===== src/include/mpdma_cfg.svh =====
/*
 * Build-time configuration macros for the matrix-padding DMA engine:
 * bus widths, width-field size, word stride and largest matrix width
 */

`ifndef MPDMA_CFG_SVH
`define MPDMA_CFG_SVH

// Memory bus
`define MPDMA_ADDR_W        32
`define MPDMA_DATA_W        32

// Matrix width field from software, even values 2..62
`define MPDMA_WIDTH_BITS    6
`define MPDMA_MAX_WIDTH     62

// Byte stride between consecutive words
`define MPDMA_WORD_BYTES    4

`endif


===== src/source/mpdma_pkg.sv =====
/*
 * Shared types of the matrix-padding DMA engine: address and data
 * words, matrix dimension, 2x2 block position and walker state
 */

`default_nettype none

`include "mpdma_cfg.svh"

package mpdma_pkg;

    typedef logic [`MPDMA_ADDR_W-1:0] addr_t;
    typedef logic [`MPDMA_DATA_W-1:0] data_t;

    // One bit above the width field so W+1 fits
    typedef logic [`MPDMA_WIDTH_BITS:0] dim_t;

    // Bit 1 selects the lower row, bit 0 the right column
    typedef enum logic [1:0] {
        QUAD_TL = 2'd0,
        QUAD_TR = 2'd1,
        QUAD_BL = 2'd2,
        QUAD_BR = 2'd3
    } quad_e;

    typedef enum logic [1:0] {
        WALK_IDLE  = 2'd0,
        WALK_RUN   = 2'd1,  // Jobs still to issue
        WALK_DRAIN = 2'd2,  // All issued, waiting on writes
        WALK_DONE  = 2'd3
    } walk_state_e;

endpackage

`default_nettype wire


===== src/source/mpdma_job_if.sv =====
/*
 * Word-copy job channel from the block walker to the read master,
 * valid/ready with source and destination addresses
 */

`default_nettype none

interface mpdma_job_if;

    logic             valid;
    logic             ready;
    mpdma_pkg::addr_t src_addr;   // Word to fetch
    mpdma_pkg::addr_t dst_addr;   // Where it lands in the padded matrix

    modport walker (
        output valid,
        output src_addr,
        output dst_addr,
        input  ready
    );

    modport reader (
        input  valid,
        input  src_addr,
        input  dst_addr,
        output ready
    );

endinterface

`default_nettype wire


===== src/source/mpdma_word_if.sv =====
/*
 * Fetched-word channel from the read master to the write master,
 * valid/ready with data and destination address
 */

`default_nettype none

interface mpdma_word_if;

    logic             valid;
    logic             ready;
    mpdma_pkg::data_t data;
    mpdma_pkg::addr_t dst_addr;

    // Read side offers the word
    modport reader (
        output valid,
        output data,
        output dst_addr,
        input  ready
    );

    modport writer (
        input  valid,
        input  data,
        input  dst_addr,
        output ready
    );

endinterface

`default_nettype wire


===== src/source/mpdma_block_walker.sv =====
/*
 * Start/done control and 2x2 block walk of the padded output matrix,
 * mirror mapping to source positions, job address generation and
 * completion counting
 */

`default_nettype none

`include "mpdma_cfg.svh"

module mpdma_block_walker (
    input  wire                          clk,
    input  wire                          rst_n,
    input  wire mpdma_pkg::addr_t        src_addr_i,
    input  wire mpdma_pkg::addr_t        dst_addr_i,
    input  wire [`MPDMA_WIDTH_BITS-1:0]  mat_width_i,
    input  wire                          start_i,
    output logic                         done_o,
    input  wire                          wr_done_i,
    mpdma_job_if.walker                  job
);

    // Enough for (W+2)^2 at the largest width
    localparam int CNT_W = $clog2((`MPDMA_MAX_WIDTH + 2) * (`MPDMA_MAX_WIDTH + 2) + 1);

    mpdma_pkg::walk_state_e state;
    mpdma_pkg::quad_e       quad;
    mpdma_pkg::dim_t        blk_row;
    mpdma_pkg::dim_t        blk_col;

    // Configuration captured at start
    mpdma_pkg::addr_t       src_base;
    mpdma_pkg::addr_t       dst_base;
    mpdma_pkg::dim_t        width;
    logic [CNT_W-1:0]       total_cnt;

    logic [CNT_W-1:0]       issue_cnt;
    logic [CNT_W-1:0]       done_cnt;
    logic [CNT_W-1:0]       done_cnt_nxt;

    mpdma_pkg::dim_t        out_row;
    mpdma_pkg::dim_t        out_col;
    mpdma_pkg::dim_t        src_row;
    mpdma_pkg::dim_t        src_col;
    mpdma_pkg::dim_t        dst_span;
    mpdma_pkg::dim_t        start_span;
    mpdma_pkg::addr_t       src_idx;
    mpdma_pkg::addr_t       dst_idx;
    logic                   start_go;
    logic                   job_fire;

    // Border rows and columns reflect about the first or last source line
    function automatic mpdma_pkg::dim_t mirror_idx(input mpdma_pkg::dim_t k,
                                                   input mpdma_pkg::dim_t w);
        if (k == 0) begin
            mirror_idx = mpdma_pkg::dim_t'(1);
        end else if (k == w + 1) begin
            mirror_idx = mpdma_pkg::dim_t'(w - 2);
        end else begin
            mirror_idx = mpdma_pkg::dim_t'(k - 1);
        end
    endfunction

    assign out_row  = blk_row + mpdma_pkg::dim_t'(quad[1]);
    assign out_col  = blk_col + mpdma_pkg::dim_t'(quad[0]);
    assign src_row  = mirror_idx(out_row, width);
    assign src_col  = mirror_idx(out_col, width);
    assign dst_span = width + mpdma_pkg::dim_t'(2);

    assign src_idx = mpdma_pkg::addr_t'(src_row) * mpdma_pkg::addr_t'(width)
                   + mpdma_pkg::addr_t'(src_col);
    assign dst_idx = mpdma_pkg::addr_t'(out_row) * mpdma_pkg::addr_t'(dst_span)
                   + mpdma_pkg::addr_t'(out_col);

    assign job.valid    = (state == mpdma_pkg::WALK_RUN);
    assign job.src_addr = src_base + src_idx * `MPDMA_WORD_BYTES;
    assign job.dst_addr = dst_base + dst_idx * `MPDMA_WORD_BYTES;

    assign job_fire     = job.valid & job.ready;
    assign start_go     = (state == mpdma_pkg::WALK_IDLE) & start_i;
    assign start_span   = mpdma_pkg::dim_t'(mat_width_i) + mpdma_pkg::dim_t'(2);
    assign done_cnt_nxt = done_cnt + CNT_W'(wr_done_i);
    assign done_o       = (state == mpdma_pkg::WALK_IDLE) | (state == mpdma_pkg::WALK_DONE);

    always_ff @(posedge clk) begin
        if (start_go) begin
            src_base  <= src_addr_i;
            dst_base  <= dst_addr_i;
            width     <= mpdma_pkg::dim_t'(mat_width_i);
            total_cnt <= CNT_W'(start_span) * CNT_W'(start_span);
        end
    end

    always_ff @(posedge clk) begin
        if (!rst_n) begin
            state     <= mpdma_pkg::WALK_IDLE;
            quad      <= mpdma_pkg::QUAD_TL;
            blk_row   <= '0;
            blk_col   <= '0;
            issue_cnt <= '0;
            done_cnt  <= '0;
        end else begin
            case (state)
                mpdma_pkg::WALK_IDLE: begin
                    if (start_i) begin
                        state     <= mpdma_pkg::WALK_RUN;
                        quad      <= mpdma_pkg::QUAD_TL;
                        blk_row   <= '0;
                        blk_col   <= '0;
                        issue_cnt <= '0;
                        done_cnt  <= '0;
                    end
                end
                mpdma_pkg::WALK_RUN: begin
                    done_cnt <= done_cnt_nxt;
                    if (job_fire) begin
                        issue_cnt <= issue_cnt + 1'b1;
                        if (issue_cnt == total_cnt - 1'b1) begin
                            state <= mpdma_pkg::WALK_DRAIN;
                        end
                        if (quad != mpdma_pkg::QUAD_BR) begin
                            quad <= mpdma_pkg::quad_e'(quad + 2'd1);
                        end else begin
                            quad <= mpdma_pkg::QUAD_TL;
                            if (blk_col == width) begin  // Last block of the row
                                blk_col <= '0;
                                blk_row <= blk_row + mpdma_pkg::dim_t'(2);
                            end else begin
                                blk_col <= blk_col + mpdma_pkg::dim_t'(2);
                            end
                        end
                    end
                end
                mpdma_pkg::WALK_DRAIN: begin
                    done_cnt <= done_cnt_nxt;
                    if (done_cnt_nxt == total_cnt) begin
                        state <= mpdma_pkg::WALK_DONE;
                    end
                end
                mpdma_pkg::WALK_DONE: begin
                    if (!start_i) begin  // Rearm only after start drops
                        state <= mpdma_pkg::WALK_IDLE;
                    end
                end
                default: state <= mpdma_pkg::WALK_IDLE;
            endcase
        end
    end

    // A write completion outside a run means a lost or duplicated job
    a_no_stray_done: assert property (@(posedge clk) disable iff (!rst_n)
        wr_done_i |-> (state == mpdma_pkg::WALK_RUN || state == mpdma_pkg::WALK_DRAIN));

endmodule

`default_nettype wire


===== src/source/mpdma_read_master.sv =====
/*
 * Single-beat AR/R read engine, one read per job, with a one-word
 * holding register toward the write master
 */

`default_nettype none

module mpdma_read_master (
    input  wire                    clk,
    input  wire                    rst_n,
    mpdma_job_if.reader            job,
    mpdma_word_if.reader           word,
    output mpdma_pkg::addr_t       araddr_o,
    output logic                   arvalid_o,
    input  wire                    arready_i,
    input  wire mpdma_pkg::data_t  rdata_i,
    input  wire                    rvalid_i,
    output logic                   rready_o
);

    logic             ar_valid;
    logic             r_ready;
    logic             hold_valid;
    mpdma_pkg::addr_t ar_addr;
    mpdma_pkg::addr_t hold_dst;
    mpdma_pkg::data_t hold_data;
    logic             job_fire;
    logic             ar_fire;
    logic             r_fire;
    logic             word_fire;

    assign ar_fire   = ar_valid & arready_i;
    assign r_fire    = r_ready & rvalid_i;
    assign word_fire = hold_valid & word.ready;

    // Free when no read is open and the held word is gone or leaving now
    assign job.ready = ~(ar_valid | r_ready) & (~hold_valid | word.ready);
    assign job_fire  = job.valid & job.ready;

    always_ff @(posedge clk) begin
        if (!rst_n) begin
            ar_valid   <= 1'b0;
            r_ready    <= 1'b0;
            hold_valid <= 1'b0;
        end else begin
            if (job_fire) begin
                ar_valid <= 1'b1;
            end else if (ar_fire) begin
                ar_valid <= 1'b0;
                r_ready  <= 1'b1;  // Address taken, wait for data
            end
            if (r_fire) begin
                r_ready    <= 1'b0;
                hold_valid <= 1'b1;
            end else if (word_fire) begin
                hold_valid <= 1'b0;
            end
        end
    end

    always_ff @(posedge clk) begin
        if (job_fire) begin
            ar_addr  <= job.src_addr;
            hold_dst <= job.dst_addr;  // Travels with the word
        end
        if (r_fire) begin
            hold_data <= rdata_i;
        end
    end

    assign araddr_o      = ar_addr;
    assign arvalid_o     = ar_valid;
    assign rready_o      = r_ready;
    assign word.valid    = hold_valid;
    assign word.data     = hold_data;
    assign word.dst_addr = hold_dst;

    a_ar_stable: assert property (@(posedge clk) disable iff (!rst_n)
        arvalid_o && !arready_i |=> arvalid_o && $stable(araddr_o));

endmodule

`default_nettype wire


===== src/source/mpdma_write_master.sv =====
/*
 * Single-beat AW/W/B write engine with independent address and data
 * channels and a completion pulse per accepted response
 */

`default_nettype none

module mpdma_write_master (
    input  wire                    clk,
    input  wire                    rst_n,
    mpdma_word_if.writer           word,
    output mpdma_pkg::addr_t       awaddr_o,
    output logic                   awvalid_o,
    input  wire                    awready_i,
    output mpdma_pkg::data_t       wdata_o,
    output logic                   wvalid_o,
    input  wire                    wready_i,
    input  wire                    bvalid_i,
    output logic                   bready_o,
    output logic                   wr_done_o
);

    logic             aw_valid;
    logic             w_valid;
    logic             b_ready;
    logic             wr_done;
    mpdma_pkg::addr_t aw_addr;
    mpdma_pkg::data_t w_data;
    logic             word_fire;
    logic             aw_left;
    logic             w_left;
    logic             b_fire;

    // Busy from word accept until the response is taken
    assign word.ready = ~(aw_valid | w_valid | b_ready);
    assign word_fire  = word.valid & word.ready;

    // Channels still open after this edge
    assign aw_left = aw_valid & ~awready_i;
    assign w_left  = w_valid & ~wready_i;
    assign b_fire  = b_ready & bvalid_i;

    always_ff @(posedge clk) begin
        if (!rst_n) begin
            aw_valid <= 1'b0;
            w_valid  <= 1'b0;
            b_ready  <= 1'b0;
            wr_done  <= 1'b0;
        end else begin
            wr_done <= b_fire;
            if (word_fire) begin
                aw_valid <= 1'b1;
                w_valid  <= 1'b1;
            end else begin
                aw_valid <= aw_left;
                w_valid  <= w_left;
            end
            if ((aw_valid | w_valid) & ~aw_left & ~w_left) begin
                b_ready <= 1'b1;  // Both halves sent
            end else if (b_fire) begin
                b_ready <= 1'b0;
            end
        end
    end

    always_ff @(posedge clk) begin
        if (word_fire) begin
            aw_addr <= word.dst_addr;
            w_data  <= word.data;
        end
    end

    assign awaddr_o  = aw_addr;
    assign awvalid_o = aw_valid;
    assign wdata_o   = w_data;
    assign wvalid_o  = w_valid;
    assign bready_o  = b_ready;
    assign wr_done_o = wr_done;

    a_b_after_aw_w: assert property (@(posedge clk) disable iff (!rst_n)
        bready_o |-> !awvalid_o && !wvalid_o);

endmodule

`default_nettype wire


===== src/source/mpdma_top.sv =====
/*
 * Matrix-padding DMA top level with plain memory ports, joining the
 * walker, read master and write master
 */

`default_nettype none

`include "mpdma_cfg.svh"

module mpdma_top (
    input  wire                          clk,
    input  wire                          rst_n,

    // Software configuration
    input  wire mpdma_pkg::addr_t        src_addr_i,
    input  wire mpdma_pkg::addr_t        dst_addr_i,
    input  wire [`MPDMA_WIDTH_BITS-1:0]  mat_width_i,
    input  wire                          start_i,
    output logic                         done_o,

    // Read address and data
    output mpdma_pkg::addr_t             araddr_o,
    output logic                         arvalid_o,
    input  wire                          arready_i,
    input  wire mpdma_pkg::data_t        rdata_i,
    input  wire                          rvalid_i,
    output logic                         rready_o,

    // Write address, data and response
    output mpdma_pkg::addr_t             awaddr_o,
    output logic                         awvalid_o,
    input  wire                          awready_i,
    output mpdma_pkg::data_t             wdata_o,
    output logic                         wvalid_o,
    input  wire                          wready_i,
    input  wire                          bvalid_i,
    output logic                         bready_o
);

    logic wr_done;  // One pulse per B response

    mpdma_job_if  u_job_if ();
    mpdma_word_if u_word_if ();

    mpdma_block_walker u_walker (
        .clk         (clk),
        .rst_n       (rst_n),
        .src_addr_i  (src_addr_i),
        .dst_addr_i  (dst_addr_i),
        .mat_width_i (mat_width_i),
        .start_i     (start_i),
        .done_o      (done_o),
        .wr_done_i   (wr_done),
        .job         (u_job_if.walker)
    );

    mpdma_read_master u_reader (
        .clk       (clk),
        .rst_n     (rst_n),
        .job       (u_job_if.reader),
        .word      (u_word_if.reader),
        .araddr_o  (araddr_o),
        .arvalid_o (arvalid_o),
        .arready_i (arready_i),
        .rdata_i   (rdata_i),
        .rvalid_i  (rvalid_i),
        .rready_o  (rready_o)
    );

    mpdma_write_master u_writer (
        .clk       (clk),
        .rst_n     (rst_n),
        .word      (u_word_if.writer),
        .awaddr_o  (awaddr_o),
        .awvalid_o (awvalid_o),
        .awready_i (awready_i),
        .wdata_o   (wdata_o),
        .wvalid_o  (wvalid_o),
        .wready_i  (wready_i),
        .bvalid_i  (bvalid_i),
        .bready_o  (bready_o),
        .wr_done_o (wr_done)
    );

endmodule

`default_nettype wire


===== config.mk =====
export PLATFORM = sky130hd
export DESIGN_NAME = mpdma_top
export DESIGN_NICKNAME = d
export VERILOG_FILES = /design/src/source/mpdma_pkg.sv /design/src/source/mpdma_job_if.sv /design/src/source/mpdma_word_if.sv /design/src/source/mpdma_block_walker.sv /design/src/source/mpdma_read_master.sv /design/src/source/mpdma_write_master.sv /design/src/source/mpdma_top.sv
export VERILOG_INCLUDE_DIRS = /design/src /design/src/include
export SDC_FILE = /design/constraint.sdc
export NUM_CORES = 1
export LEC_CHECK = 0
export BUFFER_PORTS_ARGS = -buffer_cell sky130_fd_sc_hd__buf_2
export CAP_MARGIN = 20
export CELL_PAD_IN_SITES_DETAIL_PLACEMENT = 1
export CELL_PAD_IN_SITES_GLOBAL_PLACEMENT = 2
export CORE_MARGIN = 3
export CORE_UTILIZATION = 40
export DETAILED_ROUTE_END_ITERATION = 7
export HOLD_SLACK_MARGIN = 0.02
export PLACE_DENSITY_LB_ADDON = 0.1
export SETUP_SLACK_MARGIN = 0.15
export SLEW_MARGIN = 25
export SYNTH_ARGS = -nofsm -noshare
export SYNTH_HDL_FRONTEND = slang
export SYNTH_SLANG_ARGS = --single-unit

===== constraint.sdc =====
create_clock -name clk -period 20.9 [get_ports clk]
set_input_delay 4.18 -clock clk [delete_from_list [all_inputs] [get_ports clk]]
set_output_delay 4.18 -clock clk [all_outputs]
set_load 0.005 [all_outputs]

==> results.yml, run 1 <==
routing:
  top_layer_used: "met4"
  dr_total_vias: 12575
  initialDrtViolationCount: 569
  ant_nets: 0
  wl_met3_mm: 1.687
  wl_mm: 44.06
  wire_per_inst_um: 18.14
  remaining_drc_errors: 0
  vias_per_cell: 5.177
  met2_length_mm: 20.48
  drt_first_pass_iters: 5
  wl_met1_mm: 21.17
synth:
  yosysUniqueCellTypes: 70
  syn_avg_cell_area_um2: 11.10
  ys_ff_latch: 290
  ys_warn_count: 0
  ys_seq_area_frac: 0.4572
  async_flop_share: 0
  netlist_area_um2: 17980
  dominantRegCellSynth: "edfxtp_1"
  synth_edf_count: 241
  synthCells: 1619
clock_tree:
  post_cts_resized: 0
  path_clk_slew_ps: 60
  cts-root-buf: "clkbuf_16"
  cts_sinks: 290
  htree_num_levels: 2
  clock_insertion_delay_worst_skew_ps: 540
  cts_tree: "done"
  cts_max_path_buffers: 3
  postCtsHoldBufs: 0
  cts_buffers: 34
  cts_setup_buffers: 0
sta:
  hold_ws_ps: 415.7
  min_period_over_period: 0.4421
  worstMarginPinSlew_ps: 1003
  hold_viol: 0
  worst_clock_skew_ps: 19.32
  slew_headroom: 0.3259
  fin_ws_ps: 11660
  rsz0062_at_grt: "no"
  max_freq_mhz: 108.2
  setup_viol: 0
  setup-tns-final_ps: 0
  slew_violations: 0
  period_minus_slack_ps: 9240
worst_setup_path:
  r2r_cells: 26
  worstPathArrival_ps: 9510
  regToRegStartpoint: "u_walker.width[1]$_DFFE_PP_"
  r2r_slack_ps: 11660
  critical_path.reg2reg.endpoint: "u_reader.araddr_o[25]$_DFFE_PP_"
  worstSetupStartpoint: "u_walker.width[1]$_DFFE_PP_"
  critPathMaxStageDelay_ps: 870
  cp_max_fo: 16
  cpMaxStageDelayCell: "o2111ai_1"
  endpoint: "u_reader.araddr_o[25]$_DFFE_PP_"
  cp-end-kind: "flop"
  critPathKind: "flop to flop"
  crit_required_ps: 21170
  startpoint_type: "flop"
die:
  fp.dieH_um: 218.0
  die_area_um2: 47520
  rows: 77
  io_pins: 212
  die_w_um: 218.0
  initial_core_util: 0.4056
  core_area_um2: 44320
min_path:
  hold_start: "u_reader.word.data[29]$_DFFE_PP_"
  hp-class: "flop to flop"
  hold_depth: 0
placement:
  dpl.hpwl_mm: 33.29
  placed_cells: 2370
  dpl_cell_area_um2: 19600
  place.port_buffers: 211
  gp_congestion: 0.8108
  dp_slack_ps: 11850
cells_and_area:
  seq_area_um2: 8218
  fill_cells: 4890
  design_area_um2: 20700
  num_antenna_cells: 0
  syn_to_final_growth_pct: 15.13
  drive_above_1_share: 0.1557
  nets: 2134
  utilization: 0.4670
  multiInputGateArea_um2: 9039
  final_cells: 2429
job:
  max-cap-violations: 0
global_routing:
  grt_pass1_wl_mm: 70.97
  grt_max_degree: 67
  grt-ovfl-total: 0
  antenna_found_initial: 0
  grt_pass1_vias: 13144
  grt_util_all_layers: 0.1857
run_status:
  status: "finished clean"
power_and_ir_drop:
  ir_worst_vdd_uv: 87.87
  leakage_nw: 8.870
  power_mw: 2.446
  power.density_nw_per_um2: 118.2
## critical path: cells and delay by family (launching register included)
family	cells	cell delay, ps
XOR/XNOR	4	970
AO/OA/AOI/OAI	8	3250
flip-flops	1	740
adder cells (fa/ha/maj)	7	2860
buffers and inverters	2	90
AND/OR/NAND/NOR	5	1060
## cell type report
| cell class | count | share of cell area |
|---|---|---|
| well taps | 592 | 0.03579 |
| inverters | 135 | 0.02455 |
| clock buffers | 38 | 0.04184 |
| multi-input cells | 1136 | 0.4367 |
| flip-flops and latches | 290 | 0.3971 |
| clock inverters | 21 | 0.01082 |
| repair buffers | 217 | 0.05320 |
## cell usage in the layout, fill, tap and decap left out, types with 8 or more instances in the layout
master     instances
nor4_1             9
and4_1            11
nand4_1           15
nand2b_1          10
a31oi_1           14
nor2_1           102
o21ai_0           56
a21o_1            16
a21oi_1           63
ha_1             140
nor4b_1            8
or3_1              9
inv_1            133
and3_1            41
nor2b_1           35
edfxtp_1         241
mux2i_1           13
xnor2_1           95
clkinv_1           9
nand3_1           40
buf_2            211
xor2_1            81
fa_1              70
nor3_1            34
nand2_1          100
o21bai_1          12
clkbuf_16         34
a211oi_1          12
o21a_1            11
and2_1            36
dfxtp_1           49
## report_power, final
group          internal [mW]  total (mW)  switching (mW)  leakage, nW
Sequential             0.801       0.875          0.0746         2.62
Combinational          0.395       0.988           0.592         5.72
Clock                  0.340       0.583           0.243        0.529
Total                   1.54        2.45           0.910         8.87
## flip-flops by register name, summed over array words and instances (netlist names), 2 cells and up
register                flops
u_walker.width              5
u_reader.word.dst_addr     32
u_reader.araddr_o          32
u_walker.done_cnt          13
u_walker.src_base          32
u_writer.awaddr_o          32
u_writer.wdata_o           32
u_walker.blk_col            6
u_reader.word.data         32
u_walker.quad               2
u_walker.blk_row            6
u_walker.issue_cnt         13
u_walker.dst_base          32
u_walker.total_cnt         12
u_walker.state              2
## worst min path at each step
stage                                      end
6_report        u_writer.wdata_o[29]$_DFFE_PP_
2_1_floorplan   u_reader.araddr_o[0]$_DFFE_PP_
3_5_place_dp    u_writer.wdata_o[14]$_DFFE_PP_
3_3_place_gp     u_writer.wdata_o[5]$_DFFE_PP_
4_1_cts         u_writer.wdata_o[29]$_DFFE_PP_
5_1_grt        u_writer.awaddr_o[16]$_DFFE_PP_
## logic make-up after synthesis
logic type      share of synthesized area
flops                              0.4572
mux                              0.007865
other cells                     0.0002086
fa+ha+maj                          0.1754
buf+inv                           0.04148
compound gates                    0.09355
xor+xnor                          0.08575
simple gates                       0.1386
## cell usage after synthesis (8+ instances only)
cell      number  area (um^2)
a211oi_1      12        90.09
a21o_1        16        120.1
a21oi_1       63        315.3
a31oi_1       14        87.58
and2_1        36        225.2
and3_1        42        262.8
and4_1        11        96.34
clkbuf_1      54        202.7
dfxtp_1       49        980.9
edfxtp_1     241         7237
fa_1          70         1401
ha_1         140         1752
inv_1        134        503.0
mux2i_1       13        130.1
nand2_1      100        375.4
nand2b_1      10        62.56
nand3_1       40        200.2
nand4_1       15        93.84
nor2_1       103        386.6
nor2b_1       35        219.0
nor3_1        34        170.2
nor4_1         9        56.30
nor4b_1        8        70.07
o21a_1        11        82.58
o21ai_0       57        285.3
o21bai_1      12        90.09
or3_1          9        56.30
xnor2_1       95        832.1
xor2_1        81        709.4
## metal layers
metal	GRT usage	up-vias
li1	-	6120
met2	0.3084	189
met3	0.02801	47
met4	0.03936	0
met5	0	-
met1	0.2589	6219
No activity file was read; power rests on OpenSTA's default activity.
==> run 2, diff against run 1 <==
CORE_UTILIZATION = 39   (was 40)
clock period = 8.6 ns   (was 20.9 ns; I/O delays follow)
==> results.yml, run 2 (synthesized netlist as in run 1, its figures left out) <==
run_status:
  status: "finished clean"
routing:
  wl_met1_mm: 21.34
  dr_total_vias: 12661
  ant_nets: 0
  wl_mm: 45.58
  vias_per_cell: 5.159
  drt_first_pass_iters: 5
  wl_met3_mm: 1.921
  initialDrtViolationCount: 571
  top_layer_used: "met5"
  wire_per_inst_um: 18.57
  remaining_drc_errors: 0
  met2_length_mm: 21.38
cells_and_area:
  seq_area_um2: 8218
  fill_cells: 4993
  drive_above_1_share: 0.1610
  syn_to_final_growth_pct: 16.00
  multiInputGateArea_um2: 9047
  nets: 2147
  layout_common_cells: "edfxtp_1, buf_2, ha_1"
  final_common_cell: "edfxtp_1"
worst_setup_path:
  cpMaxStageDelayCell: "edfxtp_1"
  cp_max_fo: 13
  cp-end-kind: "flop"
  critPathKind: "flop to flop"
  worstPathArrival_ps: 8260
  startpoint_type: "flop"
  cp_common_cell: "ha_1"
  critPathMaxStageDelay_ps: 560
  crit_required_ps: 8960
die:
  die_area_um2: 48700
  rows: 78
  die_w_um: 220.7
  core_area_um2: 45480
  initial_core_util: 0.3953
  io_pins: 212
  fp.dieH_um: 220.7
placement:
  place.port_buffers: 211
  gp_congestion: 0.7957
  dpl.hpwl_mm: 34.60
sta:
  hold_viol: 0
  worst_clock_skew_ps: 29.39
  slew_headroom: 0.3839
  min_period_over_period: 0.9190
  setup-tns-final_ps: 0
  period_minus_slack_ps: 7903
  setup_viol: 0
  hold_ws_ps: 412.1
  worstMarginPinSlew_ps: 924.1
  max_freq_mhz: 126.5
  rsz0062_at_grt: "no"
  slew_violations: 0
clock_tree:
  cts_setup_buffers: 0
  path_clk_slew_ps: 60
  cts_buffers: 35
  cts_max_path_buffers: 3
  cts_tree: "done"
  cts_sinks: 290
  htree_num_levels: 2
  cts-root-buf: "clkbuf_16"
  clock_insertion_delay_worst_skew_ps: 550
global_routing:
  grt_pass1_wl_mm: 71.25
  grt_pass1_vias: 13045
  grt_util_all_layers: 0.1847
  grt_max_degree: 67
  antenna_found_initial: 6
  grt-ovfl-total: 0
power_and_ir_drop:
  ir_worst_vdd_uv: 205.1
  power_mw: 6.048
  leakage_nw: 8.945
  power.density_nw_per_um2: 290.0
min_path:
  hp-class: "flop to flop"
job:
  max-cap-violations: 0
==> run 2: changes by cell type in the layout (fill, tap and decap cells not counted), sizes merged <==
| cell | delta |
|---|---|
| inv | -3 |
| bufinv | +1 |
| clkinv | -2 |
| buf | +12 |
| clkbuf | +6 |
| diode | +3 |
==> run 2: final timing paths <==
kind / from / end / slack, ps / cells after the start
worst max register to register: u_walker.width[1]$_DFFE_PP_ / u_reader.araddr_o[29]$_DFFE_PP_ / 700 / 29
worst min register to register: u_reader.word.dst_addr[10]$_DFFE_PP_ / u_writer.awaddr_o[10]$_DFFE_PP_ / 410 / 0
worst max-delay path: u_walker.width[1]$_DFFE_PP_ / u_reader.araddr_o[29]$_DFFE_PP_ / 700 / 29
worst min-delay path: u_reader.word.dst_addr[10]$_DFFE_PP_ / u_writer.awaddr_o[10]$_DFFE_PP_ / 410 / 0
==> run 2: cell type report <==
cell class	count	area share
flip-flops and latches	290	0.3941
clock inverters	17	0.01056
repair buffers	229	0.05712
multi-input cells	1136	0.4339
well taps	600	0.03600
inverters	135	0.02436
clock buffers	44	0.04362
diodes	3	0.0003600
==> run 2: report_power, final <==
part	leakage [nW]	switching, mW	total, mW	internal [mW]
Clock	0.541	0.589	1.47	0.877
Sequential	2.62	0.178	2.12	1.95
Combinational	5.78	1.48	2.46	0.981
Total	8.95	2.24	6.05	3.80
==> run 2: layer usage <==
layer | vias to the layer above | global-route usage
met2 | 236 | 0.3070
li1 | 6141 | -
met1 | 6226 | 0.2526
met5 | - | 0
met3 | 54 | 0.02678
met4 | 4 | 0.05246
==> run 2: critical path: cells and delay by family (launching register included) <==
kind / cells / cell delay [ps]
AO/OA/AOI/OAI: 7 / 1970
XOR/XNOR: 4 / 570
adder cells (fa/ha/maj): 7 / 2790
buffers and inverters: 4 / 530
flip-flops: 1 / 560
AND/OR/NAND/NOR: 7 / 1270
==> run 2: what timing repair did <==
action | 4_1_cts | 5_1_grt
resized for setup | 0 | 10
setup endpoints to repair | 0 | 16
hold buffers | 0 | 0
==> run 2: through the flow <==
stage / util / worst slack [ps] / instance area (um^2) / instances
floorplan: - / 1271 / 17980 / 1620
CTS: 0.4579 / 284.3 / 20820 / 2451
finish: 0.4585 / 696.5 / 20850 / 2454
global route: 0.4585 / 173.4 / 20850 / 2454
detailed placement: 0.4330 / 342.7 / 19690 / 2390
global placement: 0.4330 / 554.0 / 19690 / 2390
